File: src/source/vsys_pkg.sv
// Shared widths, opcodes and channel structs of the vector subsystem, imported by every RTL module
package vsys_pkg;

  //////////////////////////////////////////////////////////////////////
  // Widths and limits
  //////////////////////////////////////////////////////////////////////

  localparam int unsigned NarrowWidth = 32;
  localparam int unsigned WideWidth   = 64;
  localparam int unsigned AddrWidth   = 32;
  localparam int unsigned LineBytes   = 32;
  localparam int unsigned MaxVecLen   = 16;
  localparam int unsigned LenWidth    = 5;

  // One strobe bit per byte
  localparam int unsigned NarrowStrbWidth = NarrowWidth / 8;
  localparam int unsigned WideStrbWidth   = WideWidth / 8;

  //////////////////////////////////////////////////////////////////////
  // Vector opcodes, codes 2 and 3 are illegal
  //////////////////////////////////////////////////////////////////////

  typedef enum logic [1:0] {
    OP_VADDS = 2'd0,
    OP_VCOPY = 2'd1
  } vec_op_e;

  //////////////////////////////////////////////////////////////////////
  // Channel payloads
  //////////////////////////////////////////////////////////////////////

  typedef struct packed {
    vec_op_e                op;
    logic [AddrWidth-1:0]   src_addr;
    logic [AddrWidth-1:0]   dst_addr;
    logic [LenWidth-1:0]    len;
    logic [NarrowWidth-1:0] scalar;
  } acc_req_t;

  typedef struct packed {
    logic [LenWidth-1:0] words_done;
    logic                error;
  } acc_rsp_t;

  // Narrow core side
  typedef struct packed {
    logic [AddrWidth-1:0]       addr;
    logic                       we;
    logic [NarrowWidth-1:0]     wdata;
    logic [NarrowStrbWidth-1:0] wstrb;
  } core_req_t;

  typedef struct packed {
    logic [NarrowWidth-1:0] rdata;
  } core_rsp_t;

  // Wide memory side, addresses 8-byte aligned
  typedef struct packed {
    logic [AddrWidth-1:0]     addr;
    logic                     we;
    logic [WideWidth-1:0]     wdata;
    logic [WideStrbWidth-1:0] wstrb;
  } mem_req_t;

  typedef struct packed {
    logic [WideWidth-1:0] rdata;
  } mem_rsp_t;

endpackage : vsys_pkg

File: src/source/inval_filter.sv
// Accelerator write-path filter that sends the core a line invalidation before each write
module inval_filter import vsys_pkg::*; (
  input  logic                 clk_i,
  input  logic                 rst_n_i,
  input  logic                 en_i,
  input  mem_req_t             slv_req_i,
  input  logic                 slv_req_valid_i,
  output logic                 slv_req_ready_o,
  output mem_req_t             mst_req_o,
  output logic                 mst_req_valid_o,
  input  logic                 mst_req_ready_i,
  output logic [AddrWidth-1:0] inval_addr_o,
  output logic                 inval_valid_o,
  input  logic                 inval_ready_i
);

  // Invalidation of the current write already taken by the core
  logic sent_q;
  logic need_inval;

  // A write under coherence waits for its invalidation
  assign need_inval = en_i & slv_req_i.we & ~sent_q;

  assign inval_valid_o = slv_req_valid_i & need_inval;
  assign inval_addr_o  = slv_req_i.addr & ~AddrWidth'(LineBytes - 1);

  assign mst_req_o       = slv_req_i;
  assign mst_req_valid_o = slv_req_valid_i & ~need_inval;
  assign slv_req_ready_o = mst_req_ready_i & ~need_inval;

  always_ff @(posedge clk_i or negedge rst_n_i) begin
    if (!rst_n_i) begin
      sent_q <= 1'b0;
    end else if (slv_req_valid_i && slv_req_ready_o) begin
      sent_q <= 1'b0;
    end else if (inval_valid_o && inval_ready_i) begin
      sent_q <= 1'b1;
    end
  end

  // A stalled invalidation keeps its line address until the core takes it
  a_inval_stable : assert property (@(posedge clk_i) disable iff (!rst_n_i)
    inval_valid_o && !inval_ready_i |=> inval_valid_o && $stable(inval_addr_o));

endmodule : inval_filter

File: src/source/mem_arbiter.sv
// Round-robin merge of the core and accelerator request channels onto one memory port
module mem_arbiter import vsys_pkg::*; (
  input  logic           clk_i,
  input  logic           rst_n_i,
  input  mem_req_t [1:0] req_i,
  input  logic     [1:0] req_valid_i,
  output logic     [1:0] req_ready_o,
  output mem_rsp_t       rsp_o,
  output logic     [1:0] rsp_valid_o,
  input  logic     [1:0] rsp_ready_i,
  output mem_req_t       mem_req_o,
  output logic           mem_req_valid_o,
  input  logic           mem_req_ready_i,
  input  mem_rsp_t       mem_rsp_i,
  input  logic           mem_rsp_valid_i,
  output logic           mem_rsp_ready_o
);

  logic busy_q;
  logic owner_q;
  logic prio_q;
  logic sel;
  logic grant_valid;
  logic grant_ready;
  logic rsp_valid;
  logic rsp_ready;

  //////////////////////////////////////////////////////////////////////
  // Request side
  //////////////////////////////////////////////////////////////////////

  // Priority master wins, otherwise the other one
  assign sel         = req_valid_i[prio_q] ? prio_q : ~prio_q;
  assign grant_valid = ~busy_q & |req_valid_i;

  always_comb begin
    req_ready_o      = '0;
    req_ready_o[sel] = grant_valid & grant_ready;
  end

  mem_spill #(
    .payload_t (mem_req_t)
  ) i_req_spill (
    .clk_i       (clk_i          ),
    .rst_n_i     (rst_n_i        ),
    .in_i        (req_i[sel]     ),
    .in_valid_i  (grant_valid    ),
    .in_ready_o  (grant_ready    ),
    .out_o       (mem_req_o      ),
    .out_valid_o (mem_req_valid_o),
    .out_ready_i (mem_req_ready_i)
  );

  //////////////////////////////////////////////////////////////////////
  // Response side
  //////////////////////////////////////////////////////////////////////

  mem_spill #(
    .payload_t (mem_rsp_t)
  ) i_rsp_spill (
    .clk_i       (clk_i          ),
    .rst_n_i     (rst_n_i        ),
    .in_i        (mem_rsp_i      ),
    .in_valid_i  (mem_rsp_valid_i),
    .in_ready_o  (mem_rsp_ready_o),
    .out_o       (rsp_o          ),
    .out_valid_o (rsp_valid      ),
    .out_ready_i (rsp_ready      )
  );

  always_comb begin
    rsp_valid_o          = '0;
    rsp_valid_o[owner_q] = rsp_valid;
  end

  assign rsp_ready = rsp_ready_i[owner_q];

  // Grant held until the owner takes its response
  always_ff @(posedge clk_i or negedge rst_n_i) begin
    if (!rst_n_i) begin
      busy_q  <= 1'b0;
      owner_q <= 1'b0;
      prio_q  <= 1'b0;
    end else if (grant_valid && grant_ready) begin
      busy_q  <= 1'b1;
      owner_q <= sel;
    end else if (rsp_valid && rsp_ready) begin
      busy_q <= 1'b0;
      prio_q <= ~owner_q;
    end
  end

  a_rsp_only_when_busy : assert property (@(posedge clk_i) disable iff (!rst_n_i)
    mem_rsp_valid_i |-> busy_q);

endmodule : mem_arbiter

File: src/source/mem_spill.sv
// One-entry valid/ready spill register for any payload type, used on both arbiter paths
module mem_spill #(
  parameter type payload_t = logic
) (
  input  logic     clk_i,
  input  logic     rst_n_i,
  input  payload_t in_i,
  input  logic     in_valid_i,
  output logic     in_ready_o,
  output payload_t out_o,
  output logic     out_valid_o,
  input  logic     out_ready_i
);

  logic     full_q;
  payload_t data_q;

  // Accept while empty or while the held entry leaves
  assign in_ready_o  = ~full_q | out_ready_i;
  assign out_valid_o = full_q;
  assign out_o       = data_q;

  always_ff @(posedge clk_i or negedge rst_n_i) begin
    if (!rst_n_i) begin
      full_q <= 1'b0;
    end else if (in_ready_o) begin
      full_q <= in_valid_i;
    end
  end

  always_ff @(posedge clk_i) begin
    if (in_valid_i && in_ready_o) begin
      data_q <= in_i;
    end
  end

  a_out_stable : assert property (@(posedge clk_i) disable iff (!rst_n_i)
    out_valid_o && !out_ready_i |=> out_valid_o && $stable(out_o));

endmodule : mem_spill

File: src/source/narrow_upsizer.sv
// Maps 32-bit core accesses onto the 64-bit memory channel and returns the addressed half
module narrow_upsizer import vsys_pkg::*; (
  input  logic      clk_i,
  input  logic      rst_n_i,
  input  core_req_t core_req_i,
  input  logic      core_req_valid_i,
  output logic      core_req_ready_o,
  output core_rsp_t core_rsp_o,
  output logic      core_rsp_valid_o,
  input  logic      core_rsp_ready_i,
  output mem_req_t  wide_req_o,
  output logic      wide_req_valid_o,
  input  logic      wide_req_ready_i,
  input  mem_rsp_t  wide_rsp_i,
  input  logic      wide_rsp_valid_i,
  output logic      wide_rsp_ready_o
);

  logic hi_q;
  logic pend_q;
  logic hi;

  // Bit 2 picks the upper word of the 64-bit beat
  assign hi = core_req_i.addr[2];

  always_comb begin
    wide_req_o.addr  = {core_req_i.addr[AddrWidth-1:3], 3'b000};
    wide_req_o.we    = core_req_i.we;
    wide_req_o.wdata = hi ? {core_req_i.wdata, {NarrowWidth{1'b0}}}
                          : {{NarrowWidth{1'b0}}, core_req_i.wdata};
    wide_req_o.wstrb = hi ? {core_req_i.wstrb, {NarrowStrbWidth{1'b0}}}
                          : {{NarrowStrbWidth{1'b0}}, core_req_i.wstrb};
  end

  assign wide_req_valid_o = core_req_valid_i;
  assign core_req_ready_o = wide_req_ready_i;

  assign core_rsp_o.rdata = hi_q ? wide_rsp_i.rdata[WideWidth-1:NarrowWidth]
                                 : wide_rsp_i.rdata[NarrowWidth-1:0];
  assign core_rsp_valid_o = wide_rsp_valid_i;
  assign wide_rsp_ready_o = core_rsp_ready_i;

  always_ff @(posedge clk_i or negedge rst_n_i) begin
    if (!rst_n_i) begin
      hi_q   <= 1'b0;
      pend_q <= 1'b0;
    end else if (core_req_valid_i && core_req_ready_o) begin
      hi_q   <= hi;
      pend_q <= 1'b1;
    end else if (core_rsp_valid_o && core_rsp_ready_i) begin
      pend_q <= 1'b0;
    end
  end

  // The arbiter holds its grant until the response is back
  a_one_outstanding : assert property (@(posedge clk_i) disable iff (!rst_n_i)
    core_req_valid_i && core_req_ready_o |-> !pend_q);

endmodule : narrow_upsizer

File: src/source/vec_system.sv
// Top level of the vector subsystem, wiring core ports, vector unit, filter, upsizer and arbiter
module vec_system import vsys_pkg::*; (
  input  logic                 clk_i,
  input  logic                 rst_n_i,
  // Narrow core memory channel
  input  core_req_t            core_req_i,
  input  logic                 core_req_valid_i,
  output logic                 core_req_ready_o,
  output core_rsp_t            core_rsp_o,
  output logic                 core_rsp_valid_o,
  input  logic                 core_rsp_ready_i,
  // Accelerator channel
  input  acc_req_t             acc_req_i,
  input  logic                 acc_req_valid_i,
  output logic                 acc_req_ready_o,
  output acc_rsp_t             acc_rsp_o,
  output logic                 acc_rsp_valid_o,
  input  logic                 acc_rsp_ready_i,
  // Coherence
  input  logic                 coh_en_i,
  output logic [AddrWidth-1:0] inval_addr_o,
  output logic                 inval_valid_o,
  input  logic                 inval_ready_i,
  // Wide memory port
  output mem_req_t             mem_req_o,
  output logic                 mem_req_valid_o,
  input  logic                 mem_req_ready_i,
  input  mem_rsp_t             mem_rsp_i,
  input  logic                 mem_rsp_valid_i,
  output logic                 mem_rsp_ready_o
);

  // Port 0 core, port 1 accelerator
  mem_req_t [1:0] arb_req;
  logic     [1:0] arb_req_valid;
  logic     [1:0] arb_req_ready;
  mem_rsp_t       arb_rsp;
  logic     [1:0] arb_rsp_valid;
  logic     [1:0] arb_rsp_ready;

  mem_req_t vec_req;
  logic     vec_req_valid;
  logic     vec_req_ready;

  narrow_upsizer i_upsizer (
    .clk_i            (clk_i           ),
    .rst_n_i          (rst_n_i         ),
    .core_req_i       (core_req_i      ),
    .core_req_valid_i (core_req_valid_i),
    .core_req_ready_o (core_req_ready_o),
    .core_rsp_o       (core_rsp_o      ),
    .core_rsp_valid_o (core_rsp_valid_o),
    .core_rsp_ready_i (core_rsp_ready_i),
    .wide_req_o       (arb_req[0]      ),
    .wide_req_valid_o (arb_req_valid[0]),
    .wide_req_ready_i (arb_req_ready[0]),
    .wide_rsp_i       (arb_rsp         ),
    .wide_rsp_valid_i (arb_rsp_valid[0]),
    .wide_rsp_ready_o (arb_rsp_ready[0])
  );

  vec_unit i_vec_unit (
    .clk_i           (clk_i           ),
    .rst_n_i         (rst_n_i         ),
    .acc_req_i       (acc_req_i       ),
    .acc_req_valid_i (acc_req_valid_i ),
    .acc_req_ready_o (acc_req_ready_o ),
    .acc_rsp_o       (acc_rsp_o       ),
    .acc_rsp_valid_o (acc_rsp_valid_o ),
    .acc_rsp_ready_i (acc_rsp_ready_i ),
    .mem_req_o       (vec_req         ),
    .mem_req_valid_o (vec_req_valid   ),
    .mem_req_ready_i (vec_req_ready   ),
    .mem_rsp_i       (arb_rsp         ),
    .mem_rsp_valid_i (arb_rsp_valid[1]),
    .mem_rsp_ready_o (arb_rsp_ready[1])
  );

  // Responses skip the filter
  inval_filter i_inval_filter (
    .clk_i           (clk_i           ),
    .rst_n_i         (rst_n_i         ),
    .en_i            (coh_en_i        ),
    .slv_req_i       (vec_req         ),
    .slv_req_valid_i (vec_req_valid   ),
    .slv_req_ready_o (vec_req_ready   ),
    .mst_req_o       (arb_req[1]      ),
    .mst_req_valid_o (arb_req_valid[1]),
    .mst_req_ready_i (arb_req_ready[1]),
    .inval_addr_o    (inval_addr_o    ),
    .inval_valid_o   (inval_valid_o   ),
    .inval_ready_i   (inval_ready_i   )
  );

  mem_arbiter i_mem_arbiter (
    .clk_i           (clk_i          ),
    .rst_n_i         (rst_n_i        ),
    .req_i           (arb_req        ),
    .req_valid_i     (arb_req_valid  ),
    .req_ready_o     (arb_req_ready  ),
    .rsp_o           (arb_rsp        ),
    .rsp_valid_o     (arb_rsp_valid  ),
    .rsp_ready_i     (arb_rsp_ready  ),
    .mem_req_o       (mem_req_o      ),
    .mem_req_valid_o (mem_req_valid_o),
    .mem_req_ready_i (mem_req_ready_i),
    .mem_rsp_i       (mem_rsp_i      ),
    .mem_rsp_valid_i (mem_rsp_valid_i),
    .mem_rsp_ready_o (mem_rsp_ready_o)
  );

endmodule : vec_system

File: src/source/vec_unit.sv
// Vector accelerator that checks an instruction, then reads, adds and writes one word at a time
module vec_unit import vsys_pkg::*; (
  input  logic     clk_i,
  input  logic     rst_n_i,
  input  acc_req_t acc_req_i,
  input  logic     acc_req_valid_i,
  output logic     acc_req_ready_o,
  output acc_rsp_t acc_rsp_o,
  output logic     acc_rsp_valid_o,
  input  logic     acc_rsp_ready_i,
  output mem_req_t mem_req_o,
  output logic     mem_req_valid_o,
  input  logic     mem_req_ready_i,
  input  mem_rsp_t mem_rsp_i,
  input  logic     mem_rsp_valid_i,
  output logic     mem_rsp_ready_o
);

  typedef enum logic [2:0] {
    IDLE,
    READ,
    WAIT_READ,
    WRITE,
    WAIT_WRITE,
    RESP
  } state_e;

  state_e               state_q;
  state_e               state_d;
  acc_req_t             req_q;
  logic [LenWidth-1:0]  cnt_q;
  logic [WideWidth-1:0] data_q;
  logic                 err_q;
  logic                 ready_q;
  logic                 accept;
  logic                 bad_instr;
  logic [AddrWidth-1:0] offset;

  assign accept    = acc_req_valid_i & ready_q;
  assign bad_instr = (acc_req_i.len == '0) || (acc_req_i.len > LenWidth'(MaxVecLen)) ||
                     !(acc_req_i.op inside {OP_VADDS, OP_VCOPY});

  //////////////////////////////////////////////////////////////////////
  // FSM
  //////////////////////////////////////////////////////////////////////

  always_comb begin
    state_d = state_q;
    unique case (state_q)
      IDLE:       if (accept) state_d = bad_instr ? RESP : READ;
      READ:       if (mem_req_ready_i) state_d = WAIT_READ;
      WAIT_READ:  if (mem_rsp_valid_i) state_d = WRITE;
      WRITE:      if (mem_req_ready_i) state_d = WAIT_WRITE;
      WAIT_WRITE: if (mem_rsp_valid_i) state_d = (cnt_q + 1'b1 == req_q.len) ? RESP : READ;
      RESP:       if (acc_rsp_ready_i) state_d = IDLE;
      default:    state_d = IDLE;
    endcase
  end

  always_ff @(posedge clk_i or negedge rst_n_i) begin
    if (!rst_n_i) begin
      state_q <= IDLE;
      ready_q <= 1'b0;
      cnt_q   <= '0;
      err_q   <= 1'b0;
    end else begin
      state_q <= state_d;
      ready_q <= (state_d == IDLE);
      if (accept) begin
        cnt_q <= '0;
        err_q <= bad_instr;
      end else if (state_q == WAIT_WRITE && mem_rsp_valid_i) begin
        cnt_q <= cnt_q + 1'b1;
      end
    end
  end

  // Instruction and word buffer
  always_ff @(posedge clk_i) begin
    if (accept) begin
      req_q <= acc_req_i;
    end
    if (state_q == WAIT_READ && mem_rsp_valid_i) begin
      for (int l = 0; l < WideWidth / NarrowWidth; l++) begin
        data_q[l*NarrowWidth +: NarrowWidth] <= mem_rsp_i.rdata[l*NarrowWidth +: NarrowWidth] +
          ((req_q.op == OP_VADDS) ? req_q.scalar : '0);
      end
    end
  end

  //////////////////////////////////////////////////////////////////////
  // Memory and response side
  //////////////////////////////////////////////////////////////////////

  assign offset = AddrWidth'(cnt_q) << 3;

  always_comb begin
    mem_req_o.we    = (state_q == WRITE);
    mem_req_o.addr  = (state_q == WRITE) ? req_q.dst_addr + offset : req_q.src_addr + offset;
    mem_req_o.wdata = data_q;
    mem_req_o.wstrb = '1;
  end

  assign mem_req_valid_o = (state_q == READ) || (state_q == WRITE);
  assign mem_rsp_ready_o = (state_q == WAIT_READ) || (state_q == WAIT_WRITE);

  assign acc_req_ready_o      = ready_q;
  assign acc_rsp_valid_o      = (state_q == RESP);
  assign acc_rsp_o.words_done = cnt_q;
  assign acc_rsp_o.error      = err_q;

  a_cnt_in_range : assert property (@(posedge clk_i) disable iff (!rst_n_i)
    state_q != IDLE |-> cnt_q <= req_q.len);

endmodule : vec_unit

File: config.mk
export PLATFORM = sky130hd
export DESIGN_NAME = vec_system
export DESIGN_NICKNAME = d
export VERILOG_FILES = /design/src/source/vsys_pkg.sv /design/src/source/inval_filter.sv /design/src/source/mem_arbiter.sv /design/src/source/mem_spill.sv /design/src/source/narrow_upsizer.sv /design/src/source/vec_system.sv /design/src/source/vec_unit.sv
export SDC_FILE = /design/constraint.sdc
export NUM_CORES = 1
export LEC_CHECK = 0
export BUFFER_PORTS_ARGS = -buffer_cell sky130_fd_sc_hd__buf_2
export CAP_MARGIN = 20
export CORE_ASPECT_RATIO = 1.1
export CORE_MARGIN = 2
export CORE_UTILIZATION = 56
export CTS_BUF_LIST = sky130_fd_sc_hd__clkbuf_4
export CTS_CLUSTER_SIZE = 8
export DETAILED_ROUTE_END_ITERATION = 10
export HOLD_SLACK_MARGIN = 0.1
export PLACE_DENSITY = 0.85
export SYNTH_ARGS = -nofsm -noshare
export SYNTH_HDL_FRONTEND = slang
export SYNTH_SLANG_ARGS = --single-unit
File: constraint.sdc
create_clock -name clk_i -period 6.99 [get_ports clk_i]
set_clock_uncertainty 0.05 [all_clocks]
set_input_delay 0.699 -clock clk_i [delete_from_list [all_inputs] [get_ports clk_i]]
set_output_delay 0.699 -clock clk_i [all_outputs]
set_load 0.03 [all_outputs]
==> results.sh, run 1 <==
export IMPL_grt_max_degree=74
export IMPL_drc=0
export IMPL_synth_cell_types=75
export IMPL_synthTopCellsByArea="edfxtp_1, nand2_1, ha_1, mux2_2, xnor2_1"
export IMPL_async_flop_share_pct=4.82
export IMPL_clkSinkCount=353
export IMPL_finalSetupViolCount=0
export IMPL_die_height_um=191
export IMPL_drt_total_wl_um=52800
export IMPL_min_path_type="in2reg"
export IMPL_ir_worst_vdd_mv=0.237
export IMPL_ant_nets=0
export IMPL_die_x_um=174
export IMPL_layout_cells_non_filler=2601
export IMPL_highest_layer="met5"
export IMPL_cts_buffer_depth=3
export IMPL_relSlewSlack_pct=37.4
export IMPL_synth_top_area_cell="edfxtp_1"
export IMPL_gp_congestion=0.983
export IMPL_start_util_pct=56.8
export IMPL_hold_path_end="i_vec_unit.req_q[43]$_DFFE_PP_"
export IMPL_layout_area_overhead_vs_synth_pct=28.8
export IMPL_tightest_slew_ps=940
export IMPL_antenna_found_initial=13
export IMPL_regArea_um2=10500
export IMPL_drive_gt1_share_pct=29.6
export IMPL_ys_seq_area_share_pct=59.0
export IMPL_power_density_nw_per_um2=351
export IMPL_hold_viol=0
export IMPL_setup_slack_ps=1840
export IMPL_globalRouteOverflowTotal=0
export IMPL_dieArea_um2=33300
export IMPL_power_leakage_nw=9.86
export IMPL_coreArea_um2=31400
export IMPL_grt_pass1_wl_um=80300
export IMPL_r2r_slack_ps=2700
export IMPL_ys_ff_latch=353
export IMPL_cts_tree="built"
export IMPL_total_power_mw=8.06
export IMPL_cp_end_kind="primary output"
export IMPL_reg2reg_depth=13
export IMPL_met1Wirelength_um=17900
export IMPL_crit_path_start_kind="register"
export IMPL_syn_cell_area_um2=17800
export IMPL_hp_start="acc_req_i[43]"
export IMPL_min_period_over_period_pct=73.7
export IMPL_yosysMostFrequentCell="edfxtp_1"
export IMPL_fin_util_pct=73.1
export IMPL_drtIter0Drc=1310
export IMPL_achievable_frequency_mhz=194
export IMPL_status="finished, final reports clean"
export IMPL_cts_repair_resized=0
export IMPL_rr_endpoint="i_vec_unit.data_q[31]$_DFFE_PP_"
export IMPL_rsz0062_at_grt="no"
export IMPL_first_pass_iters=6
export IMPL_nFillCells=2019
export IMPL_vias=15000
export IMPL_post_route_min_period_ps=5150
export IMPL_multi_input_area_um2=6740
export IMPL_rows=68
export IMPL_cts_buffers=89
export IMPL_clockRootBuffer="clkbuf_4"
export IMPL_route_met2_wl_um=27000
export IMPL_hold_depth=1
export IMPL_portBuffers=420
export IMPL_nNetsFinal=2420
export IMPL_yosysWarnings=0
export IMPL_slew_viol_final=0
export IMPL_synth_edf_count=336
export IMPL_maxCapViolCount=0
export IMPL_syn_area_per_cell_um2=11.9
export IMPL_synth_top_cell_area_share_pct=56.6
export IMPL_synthTopCellsByCount="edfxtp_1, nand2_1, nand3_1"
export IMPL_setup_tns_final_ps=0
export IMPL_grt_pass1_vias=15500
export IMPL_cp_data_required_time_ps=6240
export IMPL_h_tree_depth=3
export IMPL_clkTransAtPathRegs_ps=60
export IMPL_critPathArrivalTime_ps=4400
export IMPL_worstPathMaxFanout=41
export IMPL_io_pins=428
export IMPL_dpl_cell_area_um2=20100
export IMPL_r2r_start="i_vec_unit.req_q[102]$_DFFE_PP_"
export IMPL_grt_usage_pct=31.2
export IMPL_post_dp_hpwl_um=34700
export IMPL_synth_top_flop_cell="edfxtp_1"
export IMPL_insertion_delay_ps=740
export IMPL_placed_cells=2263
export IMPL_finalHoldWorstSlack_ps=173
export IMPL_synthCells=1496
export IMPL_avgViaCountPerCell=5.76
export IMPL_wl_per_cell_um=20.3
export IMPL_dp_worst_setup_slack_ps=2600
export IMPL_route_met3_wl_um=4540
export IMPL_critPathKind="reg2out"
export IMPL_design_area_um2=23000
placed cells by master (no fill, tap or decap), drive strengths merged, types with 4 or more instances in the layout:
cell | netlist | final
buf | 45 | 433
edfxtp | 336 | 336
nand2 | 255 | 255
dlygate4sd3 | 0 | 168
clkbuf | 44 | 128
nand3 | 78 | 78
ha | 68 | 68
a21oi | 67 | 67
nor2 | 60 | 60
xnor2 | 49 | 49
mux2 | 47 | 47
xor2 | 45 | 45
o21ai | 41 | 41
and2 | 37 | 37
inv | 36 | 37
nand3b | 35 | 35
mux2i | 29 | 29
clkinv | 0 | 28
a21o | 25 | 25
nor3 | 25 | 25
dfrtp | 17 | 17
nand4 | 15 | 15
and3 | 11 | 11
o21a | 10 | 10
a31oi | 10 | 10
diode | 0 | 9
o21bai | 9 | 9
nand2b | 9 | 9
a211oi | 8 | 8
nor4 | 7 | 7
o31ai | 6 | 6
a2111oi | 6 | 6
nor2b | 5 | 5
conb | 1 | 5
o211ai | 4 | 4
o2111ai | 4 | 4
a41oi | 4 | 4
worst max path at each step:
stage,slack (ps),to,startpoint
finish,1840,inval_addr_o[15],i_vec_unit.state_q[2]$_DFF_PN0_
global route,1510,inval_addr_o[31],i_vec_unit.state_q[1]$_DFF_PN0_
CTS,1810,inval_addr_o[31],i_vec_unit.state_q[2]$_DFF_PN0_
detailed placement,2600,inval_addr_o[31],i_vec_unit.state_q[2]$_DFF_PN0_
global placement,2680,inval_addr_o[31],i_vec_unit.state_q[2]$_DFF_PN0_
floorplan,1370,i_vec_unit.data_q[0]$_DFFE_PP_,i_vec_unit.state_q[2]$_DFF_PN0_
critical path, stage by stage, from the launching register on:
cell,delay [ps]
dfrtp_1,490
nand3b_1,370
buf_4,390
nand2_1,130
nand2_1,70
ha_1,210
fa_1,410
a21o_1,190
a21oi_1,260
o21bai_1,200
nand3_1,210
a21o_1,150
xor2_1,350
buf_2,280
per-layer routing:
layer,global-route usage (%),vias to the layer above
li1,-,6733
met1,32.9,7055
met2,55.9,954
met3,7.08,234
met4,20.9,10
met5,0,-
cells by family (layout without fill, tap and decap cells):
family / after synthesis / count (layout) / share of synthesized area, %
buffers and inverters: 125 / 797 / 3.45
other: 1 / 14 / 0.0210
XOR/XNOR: 94 / 94 / 4.62
adder cells (fa/ha/maj): 71 / 71 / 5.11
AO/OA/AOI/OAI: 228 / 228 / 8.49
multiplexers: 76 / 76 / 4.62
flip-flops: 353 / 353 / 59.0
AND/OR/NAND/NOR: 548 / 548 / 14.7
state kept, by name (all words and copies together) (netlist names), 3 cells and up:
name	flops
i_mem_arbiter.i_req_spill.out_o	105
i_mem_arbiter.i_rsp_spill.out_o	64
i_vec_unit.cnt_q	5
i_vec_unit.data_q	64
i_vec_unit.req_q	103
i_vec_unit.state_q	3
timing repair:
action | in CTS | in global routing
buffers inserted | 0 | 0
hold buffers | 168 | 0
endpoints found under the setup margin | 0 | 0
endpoints found under the hold margin | 184 | 0
power by group:
part | leakage [nW] | internal, mW | switching (mW)
sequential | 3.33 | 2.98 | 0.229
combinational | 5.86 | 0.979 | 2.14
clock | 0.668 | 0.883 | 0.861
total | 9.86 | 4.84 | 3.23
cell type report:
| class | count | area share [%] |
|---|---|---|
| Sequential cell | 353 | 45.8 |
| Clock buffer | 128 | 4.18 |
| Antenna cell | 9 | 0.0981 |
| Clock inverter | 32 | 0.708 |
| Multi-Input combinational cell | 1022 | 29.3 |
| Tap cell | 420 | 2.29 |
| Timing Repair Buffer | 601 | 17.0 |
| Inverter | 36 | 0.610 |
No activity file was read; power rests on OpenSTA's default activity.
==> run 2: changes to the inputs <==
--- a/config.mk
+++ b/config.mk
@@ -5,6 +5,7 @@
 export SDC_FILE = /design/constraint.sdc
 export NUM_CORES = 1
 export LEC_CHECK = 0
+export ABC_AREA = 1
 export BUFFER_PORTS_ARGS = -buffer_cell sky130_fd_sc_hd__buf_2
 export CAP_MARGIN = 20
 export CORE_ASPECT_RATIO = 1.1
@@ -14,7 +15,7 @@
 export CTS_CLUSTER_SIZE = 8
 export DETAILED_ROUTE_END_ITERATION = 10
 export HOLD_SLACK_MARGIN = 0.1
-export PLACE_DENSITY = 0.85
+export PLACE_DENSITY = 0.84
 export SYNTH_ARGS = -nofsm -noshare
 export SYNTH_HDL_FRONTEND = slang
 export SYNTH_SLANG_ARGS = --single-unit
==> constraint.sdc (replaced) <==
create_clock -name clk_i -period 4.8 [get_ports clk_i]
set_clock_uncertainty 0.05 [all_clocks]
set_input_delay 0.48 -clock clk_i [delete_from_list [all_inputs] [get_ports clk_i]]
set_output_delay 0.48 -clock clk_i [all_outputs]
set_load 0.03 [all_outputs]
==> run 2 against run 1 <==
  * Design area increased by 7.2%
  * First-iteration DRC count is 19% higher
  * Largest cell class unchanged
  * Largest power group is now combinational cells
  * Final cell count is 23% higher
  * Sequential power up 51%
  * Worst hold slack worse by 1.4 ps
  * Combinational power increased by 86%
  * Via count up 17%
  * Die area increased by 4.5%
  * Setup slack worse by 1500 ps
==> results.sh, run 2 <==
export IMPL_status="finished, final reports clean"
export IMPL_grt_pass1_vias=17600
export IMPL_avgViaCountPerCell=5.49
export IMPL_cp_end_kind="primary output"
export IMPL_synth_edf_count=336
export IMPL_syn_area_per_cell_um2=9.34
export IMPL_finalHoldWorstSlack_ps=171
export IMPL_async_flop_share_pct=4.82
export IMPL_synth_cell_types=41
export IMPL_yosysMostFrequentCell="nand2_1"
export IMPL_multi_input_area_um2=6950
export IMPL_nNetsFinal=3003
export IMPL_crit_path_start_kind="register"
export IMPL_post_route_min_period_ps=4490
export IMPL_synthCells=1996
export IMPL_synth_top_area_cell="edfxtp_1"
export IMPL_total_power_mw=13.4
export IMPL_tightest_slew_ps=905
export IMPL_wl_per_cell_um=20.2
export IMPL_largest_reg_flops=105
export IMPL_maxCapViolCount=0
export IMPL_rows=70
export IMPL_gp_congestion=0.935
export IMPL_ys_seq_area_share_pct=56.4
export IMPL_finalSetupViolCount=0
export IMPL_h_tree_depth=3
export IMPL_synthTopCellsByArea="edfxtp_1, nand2_1, ha_1, inv_1, nor2_1"
export IMPL_globalRouteOverflowTotal=0
export IMPL_clkTransAtPathRegs_ps=70
export IMPL_cts_tree="built"
export IMPL_postCtsSetupBuffers=0
export IMPL_coreArea_um2=33000
export IMPL_drive_gt1_share_pct=23.0
export IMPL_final_cell_mix="nand2_1, buf_2, edfxtp_1"
export IMPL_drtIter0Drc=1559
export IMPL_hold_viol=0
export IMPL_worstPathMaxFanout=16
export IMPL_synth_top_cell_area_share_pct=54.1
export IMPL_post_dp_hpwl_um=43700
export IMPL_rsz0062_at_grt="no"
export IMPL_die_height_um=195
export IMPL_cts_buffer_depth=3
export IMPL_nFillCells=2182
export IMPL_layout_area_overhead_vs_synth_pct=32.0
export IMPL_power_leakage_nw=11.3
export IMPL_placed_cells=2787
export IMPL_grt_usage_pct=36.6
export IMPL_ant_nets=0
export IMPL_insertion_delay_ps=770
export IMPL_yosysWarnings=0
export IMPL_layout_cells_non_filler=3199
export IMPL_clockRootBuffer="clkbuf_4"
export IMPL_crit_top_cell="nand2_1"
export IMPL_achievable_frequency_mhz=223
export IMPL_regArea_um2=10500
export IMPL_design_area_um2=24600
export IMPL_ir_worst_vdd_mv=0.398
export IMPL_critPathArrivalTime_ps=3960
export IMPL_antenna_found_initial=10
export IMPL_relSlewSlack_pct=39.6
export IMPL_slew_viol_final=0
export IMPL_grt_pass1_wl_um=96300
export IMPL_clkSinkCount=353
export IMPL_synth_top_flop_cell="edfxtp_1"
export IMPL_cts_buffers=89
export IMPL_cpMaxStageDelayCell="dfrtp_1"
export IMPL_start_util_pct=56.5
export IMPL_min_period_over_period_pct=93.5
export IMPL_critPathKind="reg2out"
export IMPL_die_x_um=178
export IMPL_crit_chain="nand3_2 -> nand2_1 -> nand2_1 -> ha_1 -> fa_1 -> nand3_1 -> nand2_1 -> nand2_1 -> nand2_1 -> nand2_1 -> nor3_4 -> xor2_2 -> buf_2"
export IMPL_setup_tns_final_ps=0
export IMPL_cp_data_required_time_ps=4270
export IMPL_crit_path_max_incr_delay_ps=720
export IMPL_grt_max_degree=84
export IMPL_synthTopCellsByCount="nand2_1, edfxtp_1, inv_1"
export IMPL_io_pins=428
export IMPL_ys_ff_latch=353
export IMPL_final_common_cell="nand2_1"
export IMPL_dieArea_um2=34800
export IMPL_first_pass_iters=8
export IMPL_portBuffers=420
export IMPL_drt_total_wl_um=64600
export IMPL_dpl_cell_area_um2=21000
export IMPL_syn_cell_area_um2=18600
export IMPL_drc=0
export IMPL_power_density_nw_per_um2=542
export IMPL_min_path_type="in2async"
export IMPL_vias=17600
-- run 2: stage by stage --
stage	setup WS, ps	util (%)
after floorplan	75.7	-
after detailed placement	1150	63.5
final	313	74.5
after global placement	1180	63.5
after CTS	345	74.4
after global routing	46.4	74.5
-- run 2: power breakdown --
part           internal, mW  switching (mW)  total [mW]  leakage, nW
sequential             4.46           0.359        4.82         3.37
clock                  1.43            1.31        2.75        0.706
combinational          1.54            4.24        5.79         7.25
-- run 2: path summary, 6_finish.rpt --
| check | to | from | cells past startpoint | slack [ps] |
|---|---|---|---|---|
| min in group clk_i | i_vec_unit.err_q$_DFFE_PN0P_ | acc_req_valid_i | 4 | 180 |
| hold reg to reg | i_mem_arbiter.i_req_spill.out_o[52]$_DFFE_PP_ | i_vec_unit.data_q[44]$_DFFE_PP_ | 2 | 450 |
| hold / removal | i_upsizer.hi_q$_DFFE_PN0P_ | rst_n_i | 2 | 170 |
| setup reg to reg | i_inval_filter.sent_q$_DFFE_PN0P_ | i_vec_unit.state_q[1]$_DFF_PN0_ | 9 | 1020 |
| setup / recovery | inval_addr_o[15] | i_vec_unit.state_q[1]$_DFF_PN0_ | 13 | 310 |
| max in group asynchronous | i_vec_unit.cnt_q[2]$_DFFE_PN0P_ | rst_n_i | 2 | 4150 |
-- run 2: routing by layer --
layer	GRT usage (%)	routed length, um	up-vias
met3	8.86	6130	252
met4	19.5	3680	2
met1	41.5	22800	8162
met5	0	18	-
li1	-	-	8041
met2	63.6	31900	1109
-- run 2: area by class of cell --
type	instances	share of cell area, %
Sequential cell	353	42.7
Inverter	193	2.96
Antenna cell	9	0.0915
Tap cell	432	2.20
Clock buffer	133	4.06
Clock inverter	30	0.839
Timing Repair Buffer	677	18.9
Multi-Input combinational cell	1372	28.2
-- run 2: repair_timing --
| action | 4_1_cts | 5_1_grt |
|---|---|---|
| endpoints found under the setup margin | 0 | 1 |
| endpoints found under the hold margin | 286 | 0 |
| hold buffers | 239 | 0 |
| gates resized for setup | 0 | 1 |
-- run 2: worst max-delay path, delay by kind of cell, from the launching register on --
family / cells / cell delay [ps]
buf+inv: 1 / 290
flops: 1 / 720
fa+ha+maj: 2 / 640
simple gates: 9 / 1160
xor+xnor: 1 / 380
-- run 2: logic make-up after synthesis --
family	Yosys count	synth area share [%]
AND/OR/NAND/NOR	980	21.8
flip-flops	353	56.4
buffers and inverters	275	6.56
AO/OA/AOI/OAI	262	7.70
adder cells (fa/ha/maj)	71	4.89
XOR/XNOR	54	2.62
other	1	0.0201
